File: src/rtl/pdp8_macros.svh
/* Width, memory size, step and opcode constants for the PDP-8 core.
   Included by the package and by every RTL file that needs a constant. */
`ifndef PDP8_MACROS_SVH
`define PDP8_MACROS_SVH

`define WORD_W     12
`define ADDR_W     12
`define MEM_DEPTH  4096
`define AUTO_LO    12'o0010      // Auto-index locations
`define AUTO_HI    12'o0017

// Step counter values, two steps per phase
`define STEP_FETCH 5'd0
`define STEP_AUTO1 5'd2
`define STEP_IND   5'd6
`define STEP_EXEC1 5'd8
`define STEP_LAST  5'd19        // Strobe of EXEC6
`define STEP_IDLE  5'd31

// Opcodes in IR[11:9]
`define OP_AND     3'o0
`define OP_TAD     3'o1
`define OP_ISZ     3'o2
`define OP_DCA     3'o3
`define OP_JMS     3'o4
`define OP_JMP     3'o5
`define OP_OPR     3'o7

`endif

File: src/rtl/pdp8Pkg.sv
/* Types shared by the PDP-8 core blocks and its testbench.
   Referenced by scoped names, never imported. */
`include "pdp8_macros.svh"

package pdp8Pkg;

  typedef logic [`WORD_W-1:0] word_t;
  typedef logic [`ADDR_W-1:0] addr_t;

  // Pair of sequencer steps currently active
  typedef enum logic [3:0] {
    FETCH,
    AUTO1,
    AUTO2,
    IND,
    EXEC1,
    EXEC2,
    EXEC3,
    EXEC4,
    EXEC5,
    EXEC6,
    IDLE
  } phase_t;

  // Address path taken after fetch
  typedef enum logic [1:0] {
    DIRECT,       // FETCH then EXEC1
    INDIRECT,     // FETCH, IND
    AUTOINDEX     // FETCH, AUTO1, AUTO2, IND
  } seqType_t;

  typedef enum logic [1:0] {NONE, READ, WRITE} memAct_t;

  typedef enum logic [1:0] {WR_AC, WR_MBINC, WR_PC} wrSrc_t;

  typedef enum logic [1:0] {MA_PC, MA_ADDR, MA_MB} maSrc_t;

endpackage

File: src/rtl/instDecode.sv
/* Instruction register and decoder. Turns the phase and opcode into memory
   actions and register load enables, and flags the end of each instruction. */
`timescale 1ns/1ps
`include "pdp8_macros.svh"

module instDecode (
  input  logic               SYSCLK,
  input  logic               RESET,
  input  pdp8Pkg::phase_t    phase,
  input  logic               strobe,
  input  pdp8Pkg::word_t     mb,
  input  logic               skipCond,
  input  logic               mbZeroNext,
  output pdp8Pkg::seqType_t  seqType,
  output pdp8Pkg::memAct_t   memAct,
  output pdp8Pkg::wrSrc_t    wrSrc,
  output pdp8Pkg::maSrc_t    maSrc,
  output logic               maLoad,
  output logic               pcLoad,
  output logic               pcInc,
  output logic               pcSkip,
  output logic               acAnd,
  output logic               acTad,
  output logic               acClear,
  output logic               oprExec,
  output logic               halt,
  output logic               done,
  output pdp8Pkg::word_t     ir
);

  pdp8Pkg::word_t inst;
  logic [2:0]     opcode;
  logic           group2;
  logic           oneExec;    // Single execute phase
  logic           autoAddr;
  logic           hltReq;

  always_ff @(posedge SYSCLK) begin
    if (RESET)
      ir <= '0;
    else if (strobe && phase == pdp8Pkg::FETCH)
      ir <= mb;
  end

  // During fetch the new instruction is still in MB
  assign inst     = (phase == pdp8Pkg::FETCH) ? mb : ir;
  assign opcode   = ir[11:9];
  assign group2   = ir[8] & ~ir[0];
  assign oneExec  = (opcode == `OP_DCA) || (opcode == `OP_JMP) || (opcode[2:1] == 2'b11);
  assign autoAddr = !inst[7] && ({5'b0, inst[6:0]} >= `AUTO_LO)
                    && ({5'b0, inst[6:0]} <= `AUTO_HI);

  always_comb begin
    if (inst[11:10] == 2'b11 || !inst[8])
      seqType = pdp8Pkg::DIRECT;       // IOT and OPR use bit 8 as a micro-op
    else if (autoAddr)
      seqType = pdp8Pkg::AUTOINDEX;
    else
      seqType = pdp8Pkg::INDIRECT;
  end

  always_comb begin
    memAct  = pdp8Pkg::NONE;
    wrSrc   = pdp8Pkg::WR_AC;
    maSrc   = pdp8Pkg::MA_PC;
    maLoad  = 1'b0;
    pcLoad  = 1'b0;
    pcInc   = 1'b0;
    pcSkip  = 1'b0;
    acAnd   = 1'b0;
    acTad   = 1'b0;
    acClear = 1'b0;
    oprExec = 1'b0;
    hltReq  = 1'b0;
    case (phase)
      pdp8Pkg::FETCH: begin
        memAct = pdp8Pkg::READ;
        pcInc  = 1'b1;
        maLoad = 1'b1;
        maSrc  = pdp8Pkg::MA_ADDR;
      end
      pdp8Pkg::AUTO1: memAct = pdp8Pkg::READ;    // Read the pointer
      pdp8Pkg::AUTO2: begin
        memAct = pdp8Pkg::WRITE;                 // Write it back plus one
        wrSrc  = pdp8Pkg::WR_MBINC;
      end
      pdp8Pkg::IND: begin
        memAct = pdp8Pkg::READ;
        maLoad = 1'b1;
        maSrc  = pdp8Pkg::MA_MB;
      end
      pdp8Pkg::EXEC1: begin
        maLoad = oneExec;                        // Point MA at the next fetch
        case (opcode)
          `OP_AND, `OP_TAD, `OP_ISZ: memAct = pdp8Pkg::READ;
          `OP_DCA: begin
            memAct  = pdp8Pkg::WRITE;
            acClear = 1'b1;
          end
          `OP_JMS: begin
            memAct = pdp8Pkg::WRITE;             // Return address
            wrSrc  = pdp8Pkg::WR_PC;
          end
          `OP_JMP: pcLoad = 1'b1;
          `OP_OPR: begin
            oprExec = 1'b1;
            pcSkip  = group2 & skipCond;
            hltReq  = group2 & ir[1];
          end
          default: ;                             // IOT acts as a no-op
        endcase
      end
      pdp8Pkg::EXEC2: begin
        maLoad = 1'b1;
        case (opcode)
          `OP_AND: acAnd = 1'b1;
          `OP_TAD: acTad = 1'b1;
          `OP_ISZ: begin
            memAct = pdp8Pkg::WRITE;
            wrSrc  = pdp8Pkg::WR_MBINC;
            pcSkip = mbZeroNext;
          end
          `OP_JMS: pcLoad = 1'b1;
          default: ;
        endcase
      end
      default: ;
    endcase
  end

  assign done = strobe & (((phase == pdp8Pkg::EXEC1) & oneExec)
                        | ((phase == pdp8Pkg::EXEC2) & ~oneExec));
  assign halt = strobe & hltReq;

endmodule

File: config.mk
export PLATFORM = sky130hd
export DESIGN_NAME = instDecode
export DESIGN_NICKNAME = d
export VERILOG_FILES = /design/src/rtl/pdp8Pkg.sv /design/src/rtl/instDecode.sv
export VERILOG_INCLUDE_DIRS = /design/src /design/src/rtl
export SDC_FILE = /design/constraint.sdc
export NUM_CORES = 1
export LEC_CHECK = 0
export BUFFER_PORTS_ARGS = -buffer_cell sky130_fd_sc_hd__buf_2
export CAP_MARGIN = 10
export CELL_PAD_IN_SITES_DETAIL_PLACEMENT = 1
export CELL_PAD_IN_SITES_GLOBAL_PLACEMENT = 1
export CORE_UTILIZATION = 29
export DETAILED_ROUTE_END_ITERATION = 10
export PLACE_DENSITY_LB_ADDON = 0.1
export SYNTH_ARGS = -nofsm -noshare
export SYNTH_HDL_FRONTEND = slang
export SYNTH_SLANG_ARGS = --single-unit
File: constraint.sdc
create_clock -name SYSCLK -period 1.7 [get_ports SYSCLK]
set_input_delay 0.085 -clock SYSCLK [delete_from_list [all_inputs] [get_ports SYSCLK]]
set_output_delay 0.085 -clock SYSCLK [all_outputs]
set_load 0.005 [all_outputs]
==> results.py, run 1 <==
metrics = {
    "detailed_routing": {
        "avgRoutedWirePerCell_um": 13.9,
        "via_count": 1034,
        "via_per_inst": 5.44,
        "dr.pass1.iters": 7,
        "drt_wl_total_um": 2640,
        "ant_nets": 0,
        "drc_errors": 7,
        "initialDrtViolationCount": 48,
    },
    "grt": {
        "globalRouteOverflowTotal": 0,
        "antenna_found_initial": 0,
        "first_global_vias": 993,
        "grt_use_total": 0.171,
        "grt_max_degree": 25,
        "grt_pass1_wl_um": 4280,
    },
    "pwr": {
        "p_sw_frac": 0.268,
        "power.share.combinational": 0.186,
        "power_density_nw_per_um2": 492,
        "net_switching_power_uw": 152,
        "static-leakage-power_nw": 0.553,
        "p_int_uw": 416,
        "power.ir.vdd_worst_mv": 0.381,
        "p_total_uw": 568,
        "seq_power_share": 0.509,
        "power_frac_clock": 0.305,
    },
    "final_layout": {
        "final_core_utilization": 0.412,
        "layout.cells.non_filler": 190,
        "final.fill_count": 369,
        "drive_gt1_frac": 0.384,
        "biggestRegsByFlops": "ir (12)",
        "regMostFlops": "ir",
        "diodes": 0,
        "multi_input_comb_area_sq_um": 566,
        "numnets_final": 182,
        "postLayoutCellArea_sq_um": 1150,
        "layout.area.seq_sq_um": 244,
        "synthToLayoutAreaGrowth_pct": 32.8,
        "max_reg_flops": 12,
    },
    "timing": {
        "slew-limit-headroom": 0.681,
        "timing_max_transition_violations_final": 0,
        "highest_clock_rate_mhz": 626,
        "clock_skews_ns": 0,
        "final-setup-viol-count": 0,
        "timing.final.crit_share": 0.940,
        "setup-tns-final_ns": 0,
        "min_period_ns": 1.60,
        "transition_at_the_pin_with_the_smallest_max_transition_slack_ns": 0.478,
        "final_hold_viol_count": 0,
        "setup_repair_after_global_routing_missed_its_margin": "false",
    },
    "worst_hold_path": {
        "hold_start": "mb[9]",
        "worst_hold_path_type": "in -> reg",
        "worst_hold_path.endpoint": "ir[9]$_SDFFE_PP0P_",
        "min_delay_path_depth": 3,
    },
    "worst_setup_path": {
        "setup.worst_path.end_class": "primary output",
        "timing.critical_path.fanout_max": 11,
        "critical_path.reg2reg.startpoint": "ir[11]$_SDFFE_PP0P_",
        "cp_num_buf_inv": 1,
        "cp_num_cells": 4,
        "critical_path.slowest_cell": "sky130_fd_sc_hd__or4_4",
        "setup_slack_on_the_worst_flop_to_flop_path_ns": 1.01,
        "cp_data_required_time_ns": 1.62,
        "crit_path_start_kind": "flop",
        "worst_path_dominant_cell_family": "simple AND/OR/NAND/NOR gates",
        "timing_worst_setup_path_type": "reg -> out",
        "timing.reg2reg.worst_path_depth": 2,
        "timing.critical_path.arrival_ns": 1.51,
        "worst_path_largest_cell_delay_ns": 0.43,
        "critical_path.reg2reg.endpoint": "ir[11]$_SDFFE_PP0P_",
        "cp_cell_sequence": "nand2b_1 -> or4_4 -> o22ai_2 -> buf_2",
    },
    "synthesis": {
        "synth_warnings": 0,
        "synth_top_area_share": 0.276,
        "yosys_most_used_dff": "sky130_fd_sc_hd__dfxtp_1",
        "synth-edff-count": 0,
        "synth_compound_gate_area_share": 0.108,
        "yosys.cell_types.count": 27,
        "syn_inst": 115,
        "post_synth_instance_area_sq_um": 870,
        "synthTopCellsByCount": "sky130_fd_sc_hd__nand2b_1 (14), sky130_fd_sc_hd__nand4b_1 (13), sky130_fd_sc_hd__dfxtp_1 (12), sky130_fd_sc_hd__o21ai_1 (12)",
        "syn_avg_cell_area_sq_um": 7.56,
        "synthMuxAreaShare": 0,
        "synth_xor_area_frac": 0.0302,
        "dominant_combinational_cell_family_by_area_after_synthesis": "simple AND/OR/NAND/NOR gates",
        "most_repeated_cell_in_the_gate_level_netlist_after_synthesis": "sky130_fd_sc_hd__nand2b_1",
        "synth_top_area_cell": "sky130_fd_sc_hd__dfxtp_1",
        "synth-adder-area-share": 0.0115,
        "synth-seq-area-share": 0.276,
        "synthSimpleGateAreaFrac": 0.501,
        "syn_nets": 136,
        "synth-seq-cells": 12,
        "synth-async-reset-ratio": 0,
        "synthTopCellsByArea": "sky130_fd_sc_hd__dfxtp_1 (28%), sky130_fd_sc_hd__nand4b_1 (13%), sky130_fd_sc_hd__nand2b_1 (10%)",
    },
    "clock_tree": {
        "cts_buffer_depth": 2,
        "clockRootBuffer": "sky130_fd_sc_hd__clkbuf_4",
        "clkSinkCount": 12,
        "clkSlewWorstSetupHoldPaths_ns": 0.07,
        "cts_tree": "done",
        "tritoncts.num_buffers": 3,
        "hold_buffers": 0,
        "clock_tree.htree_level_count": 1,
        "insertion_delay_ns": 0.26,
    },
    "placement": {
        "port-buffer-count": 50,
        "dpl-instance-area_sq_um": 1130,
        "globalplace.congestion": 0.845,
        "placed_cells": 187,
        "place.detailed.hpwl_um": 2040,
    },
    "status": {
        "failed_checks": "design-rule violations",
        "status": "finished with violations",
    },
    "die": {
        "ioPinCount": 51,
        "floorplan.core_area_sq_um": 2810,
        "die_height_um": 56.8,
        "num_rows": 19,
        "starting_density_of_the_core": 0.310,
        "die_area_sq_um": 3220,
        "die-width_um": 56.8,
    },
    "flow_run": {
        "max-cap-violations": 0,
    },
}
layout by cell type (no fill, tap or decap), types with 4 or more instances in the layout:
| cell type | netlist | final |
|---|---|---|
| sky130_fd_sc_hd__dfxtp_1 | 12 | 9 |
| sky130_fd_sc_hd__o21ai_1 | 12 | 12 |
| sky130_fd_sc_hd__nand2_1 | 5 | 5 |
| sky130_fd_sc_hd__nand2b_1 | 14 | 14 |
| sky130_fd_sc_hd__nand3_1 | 5 | 5 |
| sky130_fd_sc_hd__nor2_1 | 8 | 8 |
| sky130_fd_sc_hd__and3_1 | 4 | 4 |
| sky130_fd_sc_hd__buf_2 | 3 | 50 |
| sky130_fd_sc_hd__inv_1 | 5 | 5 |
| sky130_fd_sc_hd__nand4b_1 | 13 | 13 |
layer usage:
layer,wire length (um),global-route usage
met2,1340,0.299
met5,0,0
met3,149,0.0300
met4,16,0.0871
met1,1130,0.197
repair_timing:
item | in CTS | in global routing
gates resized for setup | 0 | 3
setup endpoints to repair | 0 | 3
setup buffers | 0 | 0
hold endpoints to repair | 0 | 0
kinds of logic (layout without fill, tap and decap cells):
logic type / Yosys count / in the layout
AOI/OAI and AO/OA: 16 / 16
xor gates and xnor gates: 3 / 3
adders and majority gates: 1 / 1
buffers and inverters: 16 / 60
DFF: 12 / 12
and+or+nand+nor: 67 / 67
worst min-delay path, delay by kind of cell:
kind / cells / cell delay [ns]
and+or+nand+nor: 1 / 0.08
buffers and inverters: 1 / 0.10
AOI/OAI and AO/OA: 1 / 0.06
area by class of cell:
| type | count | area share |
|---|---|---|
| multi-input combinational | 87 | 0.490 |
| timing repair buffer | 52 | 0.230 |
| tap | 31 | 0.0336 |
| clock buffer | 3 | 0.0195 |
| sequential | 12 | 0.211 |
| inverter | 5 | 0.0163 |
worst max path at each step:
stage / from / endpoint / slack, ns
after global routing: ir[9]$_SDFFE_PP0P_ / pcSkip / 0.02
final: ir[9]$_SDFFE_PP0P_ / pcSkip / 0.10
after detailed placement: phase[1] / pcSkip / 0.15
after global placement: phase[1] / pcSkip / 0.17
after CTS: ir[9]$_SDFFE_PP0P_ / pcSkip / 0.00006
after floorplan: phase[1] / pcSkip / 0.33
power groups by stage:
stage          registers (mW)  logic [mW]  clock network [mW]
2_1_floorplan           0.294      0.0576                   0
3_3_place_gp            0.296       0.102                   0
3_5_place_dp            0.296       0.107                   0
4_1_cts                 0.289       0.107               0.184
5_1_grt                 0.290       0.116               0.203
6_report                0.289       0.105               0.173
metrics by stage:
stage	hold WS, ns	setup WS [ns]
3_3_place_gp	0.344	0.174
2_1_floorplan	0.200	0.331
4_1_cts	0.0837	0.0000576
3_5_place_dp	0.366	0.154
6_report	0.0822	0.103
5_1_grt	0.0774	0.0234
No activity file was read; power rests on OpenSTA's default activity.
==> inputs of run 2 (changes only) <==
--- a/config.mk
+++ b/config.mk
@@ -12,6 +12,8 @@
 export CELL_PAD_IN_SITES_GLOBAL_PLACEMENT = 1
 export CORE_UTILIZATION = 29
+export CTS_CLUSTER_SIZE = 25
 export DETAILED_ROUTE_END_ITERATION = 10
 export PLACE_DENSITY_LB_ADDON = 0.1
+export REMOVE_ABC_BUFFERS = 1
 export SYNTH_ARGS = -nofsm -noshare
 export SYNTH_HDL_FRONTEND = slang
==> constraint.sdc (replaced) <==
create_clock -name SYSCLK -period 1.7 [get_ports SYSCLK]
set_input_delay 0.17 -clock SYSCLK [delete_from_list [all_inputs] [get_ports SYSCLK]]
set_output_delay 0.17 -clock SYSCLK [all_outputs]
set_load 0.005 [all_outputs]
==> run 2 against run 1 <==
Compared with the run above:
- the flow still finishes with violations (design-rule violations)
- register-to-register slack got worse by 0.08 ns
- utilization rose by 3.0 points
- sequential power barely moved
- die area did not move
- non-clock buffer count up 8
- clock skew unchanged
- power rose by 11%
- combinational power is 9.5% higher
- worst setup slack lost 0.025 ns
==> results.py, run 2 (synthesis gave the netlist of run 1 again) <==
metrics = {
    "status": {
        "status": "finished with violations",
        "failed_checks": "design-rule violations",
    },
    "final_layout": {
        "layout.cells.most_common": "sky130_fd_sc_hd__buf_2",
        "synthToLayoutAreaGrowth_pct": 42.4,
        "mostFrequentLayoutCells": "sky130_fd_sc_hd__buf_2 (50), sky130_fd_sc_hd__nand2b_1 (13), sky130_fd_sc_hd__nand4b_1 (13)",
        "diodes": 0,
        "max_reg_flops": 12,
        "final_core_utilization": 0.442,
        "biggestRegsByFlops": "ir (12)",
        "regMostFlops": "ir",
        "postLayoutCellArea_sq_um": 1240,
        "drive_gt1_frac": 0.429,
        "numnets_final": 190,
    },
    "grt": {
        "grt_use_total": 0.161,
        "first_global_vias": 955,
        "grt_pass1_wl_um": 4150,
        "antenna_found_initial": 0,
        "globalRouteOverflowTotal": 0,
        "grt_max_degree": 25,
    },
    "clock_tree": {
        "clkSinkCount": 12,
        "tritoncts.num_buffers": 3,
        "clockRootBuffer": "sky130_fd_sc_hd__clkbuf_4",
        "cts_buffer_depth": 2,
        "hold_buffers": 0,
        "insertion_delay_ns": 0.27,
        "clkSlewWorstSetupHoldPaths_ns": 0.08,
        "cts_tree": "done",
        "clock_tree.htree_level_count": 1,
    },
    "worst_setup_path": {
        "setup.worst_path.end_class": "primary output",
        "timing.critical_path.arrival_ns": 1.45,
        "cp_cell_sequence": "or4_4 -> o22ai_2 -> buf_2",
        "critical_path.slowest_cell": "sky130_fd_sc_hd__or4_4",
        "timing_worst_setup_path_type": "reg -> out",
        "crit_path_start_kind": "flop",
        "timing.critical_path.fanout_max": 6,
        "worst_path_largest_cell_delay_ns": 0.55,
        "cp_data_required_time_ns": 1.53,
    },
    "placement": {
        "dp_worst_setup_slack_ns": 0.0500,
        "globalplace.congestion": 0.739,
        "dpl-instance-area_sq_um": 1170,
        "place.detailed.hpwl_um": 2060,
        "port-buffer-count": 50,
    },
    "pwr": {
        "power_density_nw_per_um2": 507,
        "power.ir.vdd_worst_mv": 0.322,
        "static-leakage-power_nw": 0.604,
    },
    "detailed_routing": {
        "initialDrtViolationCount": 39,
        "via_count": 1020,
        "drt_wl_total_um": 2690,
        "avgRoutedWirePerCell_um": 13.5,
        "drc_errors": 10,
        "via_per_inst": 5.13,
        "ant_nets": 0,
        "dr.pass1.iters": 7,
    },
    "timing": {
        "slew-limit-headroom": 0.740,
        "min_period_ns": 1.62,
        "final_hold_viol_count": 0,
        "setup-tns-final_ns": 0,
        "clock_skews_ns": 0,
        "setup_repair_after_global_routing_missed_its_margin": "true",
        "final-setup-viol-count": 0,
        "highest_clock_rate_mhz": 617,
        "fin_ws_ns": 0.0780,
        "transition_at_the_pin_with_the_smallest_max_transition_slack_ns": 0.384,
        "timing.final.crit_share": 0.954,
        "timing_max_transition_violations_final": 0,
    },
    "die": {
        "die-width_um": 56.8,
        "ioPinCount": 51,
        "floorplan.core_area_sq_um": 2810,
        "die_height_um": 56.8,
        "num_rows": 19,
        "die_area_sq_um": 3220,
        "starting_density_of_the_core": 0.310,
    },
    "flow_run": {
        "max-cap-violations": 0,
    },
    "worst_hold_path": {
        "worst_hold_path_type": "in -> reg",
    },
}
==> run 2: path summary, 6_finish.rpt <==
path	from	end	slack, ns	cells past startpoint
worst min register to register	ir[2]$_SDFFE_PP0P_	ir[2]$_SDFFE_PP0P_	0.47	2
worst min-delay path	mb[2]	ir[2]$_SDFFE_PP0P_	0.17	3
worst max-delay path	ir[11]$_SDFFE_PP0P_	pcSkip	0.08	3
worst max register to register	ir[11]$_SDFFE_PP0P_	ir[11]$_SDFFE_PP0P_	0.93	3
==> run 2: layer usage <==
| metal | GRT usage | share of wire |
|---|---|---|
| met4 | 0.0732 | 0.014 |
| met3 | 0.0230 | 0.063 |
| met1 | 0.187 | 0.43 |
| met5 | 0 | 0 |
| met2 | 0.291 | 0.50 |
==> run 2: stage by stage <==
stage	power (mW)	std cells	hold WS, ns
6_report	0.628	199	0.172
5_1_grt	0.667	199	0.166
2_1_floorplan	0.336	104	0.336
4_1_cts	0.641	197	0.163
3_3_place_gp	0.405	193	0.434
3_5_place_dp	0.409	193	0.448
==> run 2: final cells by class <==
type | instances | area, sq um
clock buffer | 4 | 36.3
fill | 364 | 1570
inverter | 5 | 18.8
multi-input combinational | 87 | 576
sequential | 12 | 246
tap | 31 | 38.8
timing repair buffer | 60 | 323
==> run 2: critical path: cells and delay by family, from the launching register on <==
kind	cells	cell delay [ns]
simple gates	1	0.55
flops	1	0.37
compound gates	1	0.14
buf+inv	1	0.13
==> run 2: repair_timing <==
action	CTS	global route
endpoints found under the setup margin	2	1
resized for setup	1	5
gates cloned	0	0
buffers inserted	0	2
==> run 2: where the power goes <==
| group | internal, mW | total [mW] | switching [mW] |
|---|---|---|---|
| Sequential | 0.283 | 0.287 | 0.00354 |
| Clock | 0.130 | 0.226 | 0.0959 |
| Combinational | 0.0569 | 0.115 | 0.0584 |
